File: src/afu_params.svh
`ifndef AFU_PARAMS_SVH
`define AFU_PARAMS_SVH

// Bus and data widths
`define AFU_LINE_W        512   // One buffer transfer, half a chunk
`define AFU_CHUNK_W       1024  // One stripe chunk
`define AFU_CHUNK_BYTES   128
`define AFU_ADDR_W        64
`define AFU_TAG_W         8
`define AFU_CMD_W         13
`define AFU_SIZE_W        12

// Command tags, one per kind of transfer in flight
`define TAG_WED           8'h00
`define TAG_STRIPE1       8'h01
`define TAG_STRIPE2       8'h02
`define TAG_PARITY        8'h03
`define TAG_DONE          8'h04

// Host bus command codes
`define CMD_READ_CL_NA    13'h0A00
`define CMD_READ_CL_S     13'h0A50
`define CMD_WRITE_MS      13'h0D70

// Status byte lands here, relative to the descriptor
`define AFU_STATUS_OFFSET 32

`endif

File: src/afu_pkg.sv
`include "afu_params.svh"

package afu_pkg;

  typedef logic [0:`AFU_ADDR_W-1]  addr_t;   // Big-endian bit order, bit 0 is MSB
  typedef logic [0:`AFU_LINE_W-1]  line_t;
  typedef logic [0:`AFU_CHUNK_W-1] chunk_t;

  typedef struct packed {
    logic                    valid;
    logic [0:`AFU_CMD_W-1]   command;
    logic                    command_parity;
    logic [0:`AFU_TAG_W-1]   tag;
    logic                    tag_parity;
    logic [0:`AFU_SIZE_W-1]  size;           // Transfer size in bytes
    addr_t                   address;
    logic                    address_parity;
  } command_t;

  typedef struct packed {
    logic                    write_valid;    // Read data coming back from host
    logic [0:`AFU_TAG_W-1]   write_tag;
    logic                    write_address;  // Which half of the chunk
    line_t                   write_data;
    logic                    read_valid;     // Host fetching write data
    logic [0:`AFU_TAG_W-1]   read_tag;
    logic                    read_address;
  } buffer_in_t;

  typedef struct packed {
    line_t                   read_data;
    logic                    read_parity;
  } buffer_out_t;

  typedef struct packed {
    logic                    valid;
    logic [0:`AFU_TAG_W-1]   tag;
  } response_t;

  typedef struct packed {
    addr_t                   size;
    addr_t                   stripe1;
    addr_t                   stripe2;
    addr_t                   parity;
  } descriptor_t;

  typedef enum logic [3:0] {
    IDLE,
    WED_REQ,
    WED_WAIT,
    READ_S1,
    READ_S2,
    STRIPE_WAIT,
    WRITE_REQ,
    WRITE_WAIT,
    DONE_REQ,
    DONE_WAIT,
    FINISHED
  } afu_state_t;

  // Descriptor words are stored little-endian in host memory
  function automatic addr_t swap_bytes(input addr_t word);
    addr_t swapped;
    for (int i = 0; i < 8; i++) begin
      swapped[i*8 +: 8] = word[(7-i)*8 +: 8];
    end
    return swapped;
  endfunction

endpackage

File: src/afu_control.sv
`timescale 1ns/1ns
`include "afu_params.svh"

module afu_control (
  input  logic                 clock,
  input  logic                 reset,
  input  logic                 enabled,
  input  afu_pkg::addr_t       wed,
  input  afu_pkg::buffer_in_t  buffer_in,
  input  afu_pkg::response_t   response,
  input  afu_pkg::descriptor_t desc,
  input  afu_pkg::addr_t       offset,
  input  logic                 last_chunk,
  input  logic                 both_done,
  output logic                 load,
  output logic                 clear,
  output logic                 advance,
  output logic                 capture,
  output logic                 stripe_clear,
  output afu_pkg::command_t    command
);

  import afu_pkg::*;

  afu_state_t state;
  afu_state_t next_state;
  command_t   cmd_next;
  logic       wed_resp;
  logic       parity_resp;
  logic       done_resp;

  assign wed_resp    = response.valid && response.tag == `TAG_WED;
  assign parity_resp = response.valid && response.tag == `TAG_PARITY;
  assign done_resp   = response.valid && response.tag == `TAG_DONE;

  always_ff @(posedge clock) begin
    if (reset) begin
      state <= IDLE;
    end else begin
      state <= next_state;
    end
  end

  always_comb begin
    next_state = state;
    case (state)
      IDLE:        if (enabled) next_state = WED_REQ;
      WED_REQ:     next_state = WED_WAIT;
      WED_WAIT:    if (wed_resp) next_state = READ_S1;
      READ_S1:     next_state = READ_S2;  // Both stripe reads back to back
      READ_S2:     next_state = STRIPE_WAIT;
      STRIPE_WAIT: if (both_done) next_state = WRITE_REQ;
      WRITE_REQ:   next_state = WRITE_WAIT;
      WRITE_WAIT: begin
        if (parity_resp) next_state = last_chunk ? DONE_REQ : READ_S1;
      end
      DONE_REQ:    next_state = DONE_WAIT;
      DONE_WAIT:   if (done_resp) next_state = FINISHED;
      FINISHED:    if (!enabled) next_state = IDLE;
      default:     next_state = IDLE;
    endcase
  end

  // Command fields for the request states, parity only on issue
  always_comb begin
    cmd_next = command;
    cmd_next.valid = 1'b0;
    case (state)
      WED_REQ: begin
        cmd_next.valid   = 1'b1;
        cmd_next.command = `CMD_READ_CL_NA;
        cmd_next.tag     = `TAG_WED;
        cmd_next.size    = `AFU_SIZE_W'(32);
        cmd_next.address = wed;
      end
      READ_S1, READ_S2: begin
        cmd_next.valid   = 1'b1;
        cmd_next.command = `CMD_READ_CL_S;
        cmd_next.tag     = (state == READ_S1) ? `TAG_STRIPE1 : `TAG_STRIPE2;
        cmd_next.size    = `AFU_SIZE_W'(`AFU_CHUNK_BYTES);
        cmd_next.address = ((state == READ_S1) ? desc.stripe1 : desc.stripe2) + offset;
      end
      WRITE_REQ: begin
        cmd_next.valid   = 1'b1;
        cmd_next.command = `CMD_WRITE_MS;
        cmd_next.tag     = `TAG_PARITY;
        cmd_next.size    = `AFU_SIZE_W'(`AFU_CHUNK_BYTES);
        cmd_next.address = desc.parity + offset;
      end
      DONE_REQ: begin
        cmd_next.valid   = 1'b1;
        cmd_next.command = `CMD_WRITE_MS;
        cmd_next.tag     = `TAG_DONE;
        cmd_next.size    = `AFU_SIZE_W'(1);
        cmd_next.address = wed + `AFU_STATUS_OFFSET;
      end
      default: ;
    endcase
    if (cmd_next.valid) begin
      cmd_next.command_parity = ~^cmd_next.command;
      cmd_next.tag_parity     = ~^cmd_next.tag;
      cmd_next.address_parity = ~^cmd_next.address;
    end
  end

  always_ff @(posedge clock) begin
    if (reset) begin
      command <= '0;
    end else begin
      command <= cmd_next;
    end
  end

  assign clear        = (state == IDLE) && enabled;  // Fresh job registers
  assign load         = (state == WED_WAIT) && buffer_in.write_valid &&
                        buffer_in.write_tag == `TAG_WED && !buffer_in.write_address;
  assign advance      = (state == WRITE_WAIT) && parity_resp && !last_chunk;
  assign stripe_clear = (state == READ_S1);
  // Open from READ_S2 since a fast host may answer stripe 1 during it
  assign capture      = (state == READ_S2) || (state == STRIPE_WAIT);

  // Only the stripe pair goes out on consecutive cycles
  a_single_command: assert property (
    @(posedge clock) disable iff (reset)
    command.valid && $past(command.valid) |->
      command.tag == `TAG_STRIPE2 && $past(command.tag) == `TAG_STRIPE1
  ) else $error("afu_control: back-to-back commands outside stripe reads");

endmodule

File: src/job_regs.sv
`timescale 1ns/1ns
`include "afu_params.svh"

module job_regs (
  input  logic                clock,
  input  logic                reset,
  input  logic                load,
  input  logic                clear,
  input  logic                advance,
  input  afu_pkg::line_t      write_data,
  output afu_pkg::descriptor_t desc,
  output afu_pkg::addr_t      offset,
  output logic                last_chunk
);

  import afu_pkg::*;

  addr_t next_offset;

  assign next_offset = offset + `AFU_CHUNK_BYTES;
  assign last_chunk  = next_offset >= desc.size;  // Current chunk reaches job end

  // Descriptor words sit in the first 32 bytes of half 0
  always_ff @(posedge clock) begin
    if (reset || clear) begin
      desc <= '0;
    end else if (load) begin
      desc.size    <= swap_bytes(write_data[0:63]);
      desc.stripe1 <= swap_bytes(write_data[64:127]);
      desc.stripe2 <= swap_bytes(write_data[128:191]);
      desc.parity  <= swap_bytes(write_data[192:255]);
    end
  end

  always_ff @(posedge clock) begin
    if (reset || clear) begin
      offset <= '0;
    end else if (advance) begin
      offset <= next_offset;  // Step to next chunk
    end
  end

  // The controller must stop advancing once the final chunk is written
  a_no_advance_past_end: assert property (
    @(posedge clock) disable iff (reset)
    advance |-> !last_chunk
  ) else $error("job_regs: advance past last chunk");

endmodule

File: src/parity_afu.sv
`timescale 1ns/1ns

module parity_afu (
  input  logic                 clock,
  input  logic                 reset,
  input  logic                 enabled,
  input  afu_pkg::addr_t       wed,
  input  afu_pkg::buffer_in_t  buffer_in,
  input  afu_pkg::response_t   response,
  output afu_pkg::command_t    command,
  output afu_pkg::buffer_out_t buffer_out
);

  import afu_pkg::*;

  descriptor_t desc;
  addr_t       offset;
  logic        last_chunk;
  logic        both_done;
  logic        load;
  logic        clear;
  logic        advance;
  logic        capture;
  logic        stripe_clear;
  chunk_t      stripe1;
  chunk_t      stripe2;

  job_regs job_regs0 (
    .clock      (clock),
    .reset      (reset),
    .load       (load),
    .clear      (clear),
    .advance    (advance),
    .write_data (buffer_in.write_data),
    .desc       (desc),
    .offset     (offset),
    .last_chunk (last_chunk)
  );

  stripe_buffer stripe_buffer0 (
    .clock     (clock),
    .reset     (reset),
    .capture   (capture),
    .clear     (stripe_clear),
    .buffer_in (buffer_in),
    .response  (response),
    .stripe1   (stripe1),
    .stripe2   (stripe2),
    .both_done (both_done)
  );

  write_path write_path0 (
    .clock      (clock),
    .reset      (reset),
    .stripe1    (stripe1),
    .stripe2    (stripe2),
    .buffer_in  (buffer_in),
    .buffer_out (buffer_out)
  );

  afu_control afu_control0 (
    .clock        (clock),
    .reset        (reset),
    .enabled      (enabled),
    .wed          (wed),
    .buffer_in    (buffer_in),
    .response     (response),
    .desc         (desc),
    .offset       (offset),
    .last_chunk   (last_chunk),
    .both_done    (both_done),
    .load         (load),
    .clear        (clear),
    .advance      (advance),
    .capture      (capture),
    .stripe_clear (stripe_clear),
    .command      (command)
  );

endmodule

File: src/stripe_buffer.sv
`timescale 1ns/1ns
`include "afu_params.svh"

module stripe_buffer (
  input  logic                clock,
  input  logic                reset,
  input  logic                capture,
  input  logic                clear,
  input  afu_pkg::buffer_in_t buffer_in,
  input  afu_pkg::response_t  response,
  output afu_pkg::chunk_t     stripe1,
  output afu_pkg::chunk_t     stripe2,
  output logic                both_done
);

  import afu_pkg::*;

  logic received1;
  logic received2;
  logic stripe_write;

  assign stripe_write = buffer_in.write_valid &&
                        (buffer_in.write_tag == `TAG_STRIPE1 ||
                         buffer_in.write_tag == `TAG_STRIPE2);

  // Halves may arrive in either order
  always_ff @(posedge clock) begin
    if (capture && buffer_in.write_valid) begin
      case (buffer_in.write_tag)
        `TAG_STRIPE1: begin
          if (buffer_in.write_address) begin
            stripe1[`AFU_LINE_W:`AFU_CHUNK_W-1] <= buffer_in.write_data;
          end else begin
            stripe1[0:`AFU_LINE_W-1] <= buffer_in.write_data;
          end
        end
        `TAG_STRIPE2: begin
          if (buffer_in.write_address) begin
            stripe2[`AFU_LINE_W:`AFU_CHUNK_W-1] <= buffer_in.write_data;
          end else begin
            stripe2[0:`AFU_LINE_W-1] <= buffer_in.write_data;
          end
        end
        default: ;  // Other tags are not stripe data
      endcase
    end
  end

  // Response marks a stripe read as fully delivered
  always_ff @(posedge clock) begin
    if (reset || clear) begin
      received1 <= 1'b0;
      received2 <= 1'b0;
    end else if (response.valid) begin
      if (response.tag == `TAG_STRIPE1) received1 <= 1'b1;
      if (response.tag == `TAG_STRIPE2) received2 <= 1'b1;
    end
  end

  assign both_done = received1 && received2;

  // Host must only return stripe data while the controller expects it
  a_stripe_write_captured: assert property (
    @(posedge clock) disable iff (reset)
    stripe_write |-> capture
  ) else $error("stripe_buffer: stripe write with capture low");

endmodule

File: src/write_path.sv
`timescale 1ns/1ns
`include "afu_params.svh"

module write_path (
  input  logic                 clock,
  input  logic                 reset,
  input  afu_pkg::chunk_t      stripe1,
  input  afu_pkg::chunk_t      stripe2,
  input  afu_pkg::buffer_in_t  buffer_in,
  output afu_pkg::buffer_out_t buffer_out
);

  import afu_pkg::*;

  chunk_t parity_chunk;
  line_t  status_line;
  line_t  selected;
  line_t  line_q;
  logic   parity_q;

  assign parity_chunk = stripe1 ^ stripe2;

  // Status write carries a single byte of 1
  always_comb begin
    status_line = '0;
    status_line[`AFU_STATUS_OFFSET*8 +: 8] = 8'd1;
  end

  always_comb begin
    if (buffer_in.read_tag == `TAG_DONE) begin
      selected = status_line;
    end else if (buffer_in.read_address) begin
      selected = parity_chunk[`AFU_LINE_W:`AFU_CHUNK_W-1];
    end else begin
      selected = parity_chunk[0:`AFU_LINE_W-1];
    end
  end

  // Fixed one-cycle read latency
  always_ff @(posedge clock) begin
    if (buffer_in.read_valid) begin
      line_q <= selected;
    end
  end

  always_ff @(posedge clock) begin
    if (reset) begin
      parity_q <= 1'b0;
    end else if (buffer_in.read_valid) begin
      parity_q <= ~^selected;  // Odd parity over the half
    end
  end

  assign buffer_out = '{read_data: line_q, read_parity: parity_q};

endmodule
File: config.mk
export PLATFORM = sky130hd
export DESIGN_NAME = parity_afu
export DESIGN_NICKNAME = d
export VERILOG_FILES = /design/src/afu_pkg.sv /design/src/afu_control.sv /design/src/job_regs.sv /design/src/parity_afu.sv /design/src/stripe_buffer.sv /design/src/write_path.sv
export VERILOG_INCLUDE_DIRS = /design/src
export SDC_FILE = /design/constraint.sdc
export NUM_CORES = 2
export LEC_CHECK = 0
export CORE_AREA = 2 2 480 482
export DETAILED_ROUTE_END_ITERATION = 8
export DIE_AREA = 0 0 482 484
export DONT_BUFFER_PORTS = 1
export HOLD_SLACK_MARGIN = 0.05
export PLACE_DENSITY = 0.71
export SYNTH_ARGS = -nofsm -noshare
export SYNTH_HDL_FRONTEND = slang
export SYNTH_SLANG_ARGS = --single-unit
File: constraint.sdc
create_clock -name clock -period 40.3 [get_ports clock]
set_clock_uncertainty 0.2 [all_clocks]
set_input_delay 2.015 -clock clock [delete_from_list [all_inputs] [get_ports clock]]
set_output_delay 2.015 -clock clock [all_outputs]
set_load 0.03 [all_outputs]
# Word-level counts from Yosys, hierarchy flattened

Cells that the tools add are included.

Register bits after elaboration: 2,988
Latch bits: 0
Bits in writable memories: 0
ROM bits: 0
Input bits: 608
Output and inout bits: 614
Word-level logic and storage cells: 100
Memories: 0

Add/subtract/negate cells: 4
Multiply operators: 0
Divide/modulo/power cells: 0
Order comparisons: 1
Eq/ne operators: 23
Shifts and indexed selects: 0
Multiplexer cells: 15
Bitwise logic cells: 2
Reduce and logical (&&, ||, !) cells: 33

Operator list:

| operator                                             | number |
|---|---|
| two-way mux 512 bit                                  | 2 |
| bitwise XOR 1024 bit                                 | 1 |
| XNOR reduction 512 bit                               | 1 |
| case mux 76 bit (4 select lines)                     | 1 |
| adder 64 bit                                         | 2 |
| adder 64 x 6 -> 64 bit (second input constant)       | 1 |
| adder 64 x 8 -> 64 bit (second input constant)       | 1 |
| greater-or-equal comparator 64 bit                   | 1 |
| two-way mux 64 bit                                   | 1 |
| XNOR reduction 64 bit                                | 1 |
| case mux 4 bit (11 select lines)                     | 1 |
| case mux 14 bit (3 select lines)                     | 1 |
| case mux 8 bit (4 select lines)                      | 1 |
| two-way mux 4 bit                                    | 7 |
| equality test 8 x 2 -> 1 bit (second input constant) | 3 |
| equality test 4 x 3 -> 1 bit (second input constant) | 4 |
| equality test 8 x 1 -> 1 bit (second input constant) | 2 |
| equality test 8 x 3 -> 1 bit (second input constant) | 2 |
| zero test 8 bit                                      | 2 |
| XNOR reduction 13 bit                                | 1 |
| equality test 4 bit (second input constant)          | 3 |
| AND reduction 3 bit                                  | 4 |
| logical AND 1 bit                                    | 11 |
| equality test 4 x 2 -> 1 bit (second input constant) | 2 |
| 13 further kinds                                     | 22 |

# Depth between registers and ports, before layout

Depth in word-level cells: 5
Depth in mapped cells: 31
Depth with buffers taken out: 28

# By module

From an unflattened synthesis, not the netlist that was laid out.

Cells, all modules: 8,878
Area, all modules: 123,598.5 µm²

Modules (own cells, without submodules):

| module        | times used | cells each | area each (µm²) | sequential area each (µm²) |
|---|---|---|---|---|
| stripe_buffer | 1          | 2,068      | 61,677.9        | 61,539.0 |
| write_path    | 1          | 3,720      | 36,517.5        | 15,394.8 |
| job_regs      | 1          | 1,489      | 13,992.2        | 6,266.0 |
| afu_control   | 1          | 1,601      | 11,410.9        | 1,921.8 |

# Worst setup path after synthesis

Ideal clock, no wire load.

Path kind: input -> register
Start: in buffer_in[527] (netlist name)
End: reg stripe_buffer0.stripe1[1000] (enable)
Setup time: 2,023 ps
Data arrival time: 37,823 ps
Required time: 38,077 ps
Setup slack: 254 ps
Cell stages on the path: 4
Path buffers: 0
Cell sequence: or4b_2 -> nor4_1 -> nand2_1 -> nor3_1

Word-level cells in the longest chain between the ends: 2

Ends and longest elaborated chain:

| element                       | line                | RTL |
|---|---|---|
| start, declared               | parity_afu.sv:8     | `input afu_pkg::buffer_in_t buffer_in,` |
| equality test 8 x 1 -> 1 bit  | stripe_buffer.sv:29 | `case (buffer_in.write_tag)` |
| AND reduction 3 bit (no line) | n/a                 |  |
| end signal, assigned by index | stripe_buffer.sv:32 | `` stripe1[`AFU_LINE_W:`AFU_CHUNK_W-1] <= buffer_in.write_data; `` |
| end signal, assigned by index | stripe_buffer.sv:34 | `` stripe1[0:`AFU_LINE_W-1] <= buffer_in.write_data; `` |
| end, declared                 | stripe_buffer.sv:11 | `output afu_pkg::chunk_t stripe1,` |

Every way passes these cells.
A chain may end at the register's enable or synchronous reset.

# Worst setup path after layout

Start: in buffer_in[2] (netlist name)
End: reg write_path0.parity_q

Word-level cells in the longest chain between the ends: 3

Ends and longest elaborated chain:

| element                                | line             | RTL |
|---|---|---|
| equality test 8 x 3 -> 1 bit (no line) | n/a              |  |
| two-way mux 512 bit                    | write_path.sv:30 | `` if (buffer_in.read_tag == `TAG_DONE) begin `` |
| named net write_path0.selected[166]    | write_path.sv:17 | `line_t selected;` |
| XNOR reduction 512 bit                 | write_path.sv:50 | `parity_q <= ~^selected;` |
| end signal, assigned                   | write_path.sv:50 |  |
| end, declared                          | write_path.sv:19 | `logic parity_q;` |

The timed path passes the listed nets, and every way through them passes these cells.

==> impl_metrics.tcl <==
set metrics [dict create \
    status "finished with violations" \
    violations "max-slew violations" \
    place.gp.congestion 0.906 \
    syn_inst 8608 \
    p_sw_share_pct 24.4 \
    worst_slew_pin_slew_ns 1.64 \
    netlist_area_um2 122000 \
    io_pins 1222 \
    layout-drive-gt1-share_pct 6.11 \
    cp.arrival_ns 9.37 \
    first_pass_iters 6 \
    power_density_nw_per_um2 54.9 \
    synthDominantCellAreaShare_pct 63.1 \
    crit_path_top_delay_cell "and2_4" \
    max-clock-path-buffers 4 \
    insertion_delay_ns 0.95 \
    setup.worst_path.end_class "flip-flop" \
    post-cts-setup-buffer-count 0 \
    finalHoldViolations 0 \
    cts_hold_buffers 0 \
    syn2layout_area_growth_pct 10.8 \
    min_from "job_regs0.desc[135]" \
    hold_slack_ns 0.251 \
    wl_mm 352 \
    finalPower_uw 7410 \
    dieArea_um2 233000 \
    rr_startpoint "afu_control0.state[2]" \
    cts.clk_slew.worst_paths_ns 0.06 \
    synthArstFlopShare_pct 0 \
    cts_root_buffer "clkbuf_16" \
    dr_total_vias 68900 \
    cp.required_ns 40.95 \
    final_core_util_pct 59.1 \
    power_frac_comb_pct 13.3 \
    power.share.clock_pct 38.8 \
    wl_per_cell_um 29.5 \
    synth_seq_area_share_pct 69.9 \
    start_util_pct 53.3 \
    fmax_mhz 115 \
    min_path_cells 2 \
    critPathLaunchType "input port" \
    grt_setup_unrepaired "no" \
    synth-edff-count 2560 \
    yosys-top-cells-area "edfxtp_1, xnor2_1, dfxtp_1" \
    dp_hpwl_mm 246 \
    grt_overflow 0 \
    clock-sinks 2972 \
    grt_pass1_vias 66200 \
    ant_nets 0 \
    whs_endpoint "job_regs0.desc[135]" \
    cts_tree "yes" \
    die_w_um 482 \
    critPathKind "input port to flip-flop" \
    power_leakage_uw 0.0445 \
    p_switching_uw 1810 \
    path_common_cell "xnor3_1" \
    synth_cell_type_count 94 \
    antenna_found_initial 32 \
    setup-tns-final_ns 0 \
    cp_max_fo 112 \
    maxCapViolations 0 \
    coreArea_um2 229000 \
    cts.htree.levels 5 \
    path_cells "nor4b_1, and2_4, buf_12, buf_4, a211oi_1, xnor2_1, xnor2_1, xnor2_1, xor2_1, xnor3_1, xnor3_1, xnor3_1, xnor3_1, xnor3_1, mux2_2, nor2_1" \
    ctsResizeCount 0 \
    portBuffers 0 \
    p_seq_share_pct 47.9 \
    fin_nets 9356 \
    ff2ff_path_depth 21 \
    drc_errors 0 \
    maxSlewHeadroom_pct -9.02 \
    ys.flop_type "edfxtp_1" \
    rrSetupSlack_ns 32.10 \
    drv_slew 55 \
    max-vdd-ir-drop_mv 0.0918 \
    hold_path_class "flip-flop to flip-flop" \
    timing.final.crit_share_pct 21.6 \
    via_per_inst 5.79 \
    drt_iter0_markers 6827 \
    avgSynthCellArea_um2 14.2 \
    rows 176 \
    regToRegEndpoint "afu_control0.command[0]" \
    p_int_uw 5600 \
    yosysWarnings 0 \
    cts_buffers 318 \
    grt_first_pass_wirelength_mm 488 \
    period_minus_slack_ns 8.71 \
    setup_viol 0 \
    critical_path.max_stage_delay_ns 0.92 \
    die_h_um 484 \
    grt_max_degree 1025 \
    ys_ff_latch 2972 \
    track_usage_pct 29.4 \
    yosysTopAreaCell "edfxtp_1" \
]
## cells in the mapped netlist (all sizes together) (15+ instances only)
cell type / count
a211oi: 495
a21o: 49
a21oi: 433
a221oi: 31
a31oi: 29
and2: 27
and3: 52
buf: 195
clkbuf: 188
dfxtp: 412
edfxtp: 2560
ha: 126
inv: 95
mux2i: 67
nand2: 775
nand2b: 19
nand3: 78
nand4: 50
nor2: 743
nor2b: 34
nor3: 46
nor4: 18
o21a: 16
o21ai: 199
or3: 15
xnor2: 1023
xnor3: 36
xor2: 636
## cells in the final DEF, fill, tap and decap left out, types with 31 or more instances in the layout
master     count
nand3_1       75
buf_4         54
xnor2_1     1023
clkinv_1      52
o21ai_0      197
and3_1        49
clkinv_2      36
a21oi_1      432
nand2_1      774
mux2i_1       67
clkbuf_16    328
xnor3_1       36
diode_2       31
edfxtp_1    2560
nor2_1       741
ha_1         126
dfxtp_1      412
nor2b_1       33
nor3_1        43
xor2_1       636
nand4_1       50
clkbuf_1      67
inv_1         95
a21o_1        49
a211oi_1     493
## layer usage
layer  wire length (um)  vias to the layer above  part of all wire [%]  GRT usage [%]
met5                 36                        -                 0.010              0
met4              17400                        6                   5.0           13.4
met3              35500                      575                    10           10.0
met2             164000                     2877                    47           46.2
met1             135000                    34200                    38           36.9
li1                   -                    31200                     -              -
## cell type report
| class | instances | area, um2 |
|---|---|---|
| timing repair buffer | 68 | 716 |
| multi-input combinational | 5166 | 34800 |
| sequential | 2972 | 85100 |
| clock buffer | 413 | 8700 |
| clock inverter | 138 | 1470 |
| antenna | 31 | 77.6 |
| inverter | 95 | 357 |
| tap | 3026 | 3790 |
| fill | 17300 | 93600 |
## flip-flops by register name, indices dropped and copies added, names as in the netlist
register and flops:
afu_control0.command 92, afu_control0.state 4, job_regs0.desc 256, job_regs0.offset 57, stripe_buffer0.received1 1, stripe_buffer0.received2 1
stripe_buffer0.stripe1 1024, stripe_buffer0.stripe2 1024, write_path0.line_q 512, write_path0.parity_q 1
## per-stage QoR
step | cells | instance area, um2 | setup WS [ns]
final | 11900 | 135000 | 31.59
after global routing | 11900 | 135000 | 31.35
after CTS | 11900 | 135000 | 31.67
after detailed placement | 11300 | 125000 | 30.69
after global placement | 11300 | 125000 | 30.83
after floorplan | 8616 | 122000 | 0.254
## logic make-up (layout without fill, tap and decap cells)
| logic type | Yosys count | after routing | synth area share, % |
|---|---|---|---|
| AOI/OAI and AO/OA | 1365 | 1365 | 7.22 |
| xor gates and xnor gates | 1703 | 1703 | 12.7 |
| adders and majority gates | 128 | 128 | 1.32 |
| buffers and inverters | 478 | 714 | 1.70 |
| DFF | 2972 | 2972 | 69.9 |
| muxes | 71 | 71 | 0.597 |
| other | 1 | 40 | 0.00308 |
| and+or+nand+nor | 1890 | 1890 | 6.54 |
## worst max-delay path: cells and delay by family
family | cells | cell delay (ns)
XOR/XNOR | 9 | 3.46
buffers and inverters | 2 | 1.32
multiplexers | 1 | 0.27
AND/OR/NAND/NOR | 3 | 1.74
AO/OA/AOI/OAI | 1 | 0.20
## power by group through the flow
stage	Sequential, uW	Combinational [uW]	Clock [uW]
after floorplan	3570	733	0
after global placement	3610	939	0
after detailed placement	3610	958	0
after CTS	3550	967	2900
after global routing	3550	1030	3020
final	3550	986	2870
## worst max path at each step
stage	end	cells after the start	start	slack, ns
after floorplan	stripe_buffer0.stripe1[1000]	4	buffer_in[527]	0.25
final	write_path0.parity_q	16	buffer_in[2]	31.59
after global placement	write_path0.parity_q	16	buffer_in[2]	30.83
after global routing	write_path0.parity_q	16	buffer_in[2]	31.35
after detailed placement	write_path0.parity_q	16	buffer_in[2]	30.69
after CTS	write_path0.parity_q	16	buffer_in[2]	31.67
No activity file was read; power rests on OpenSTA's default activity.
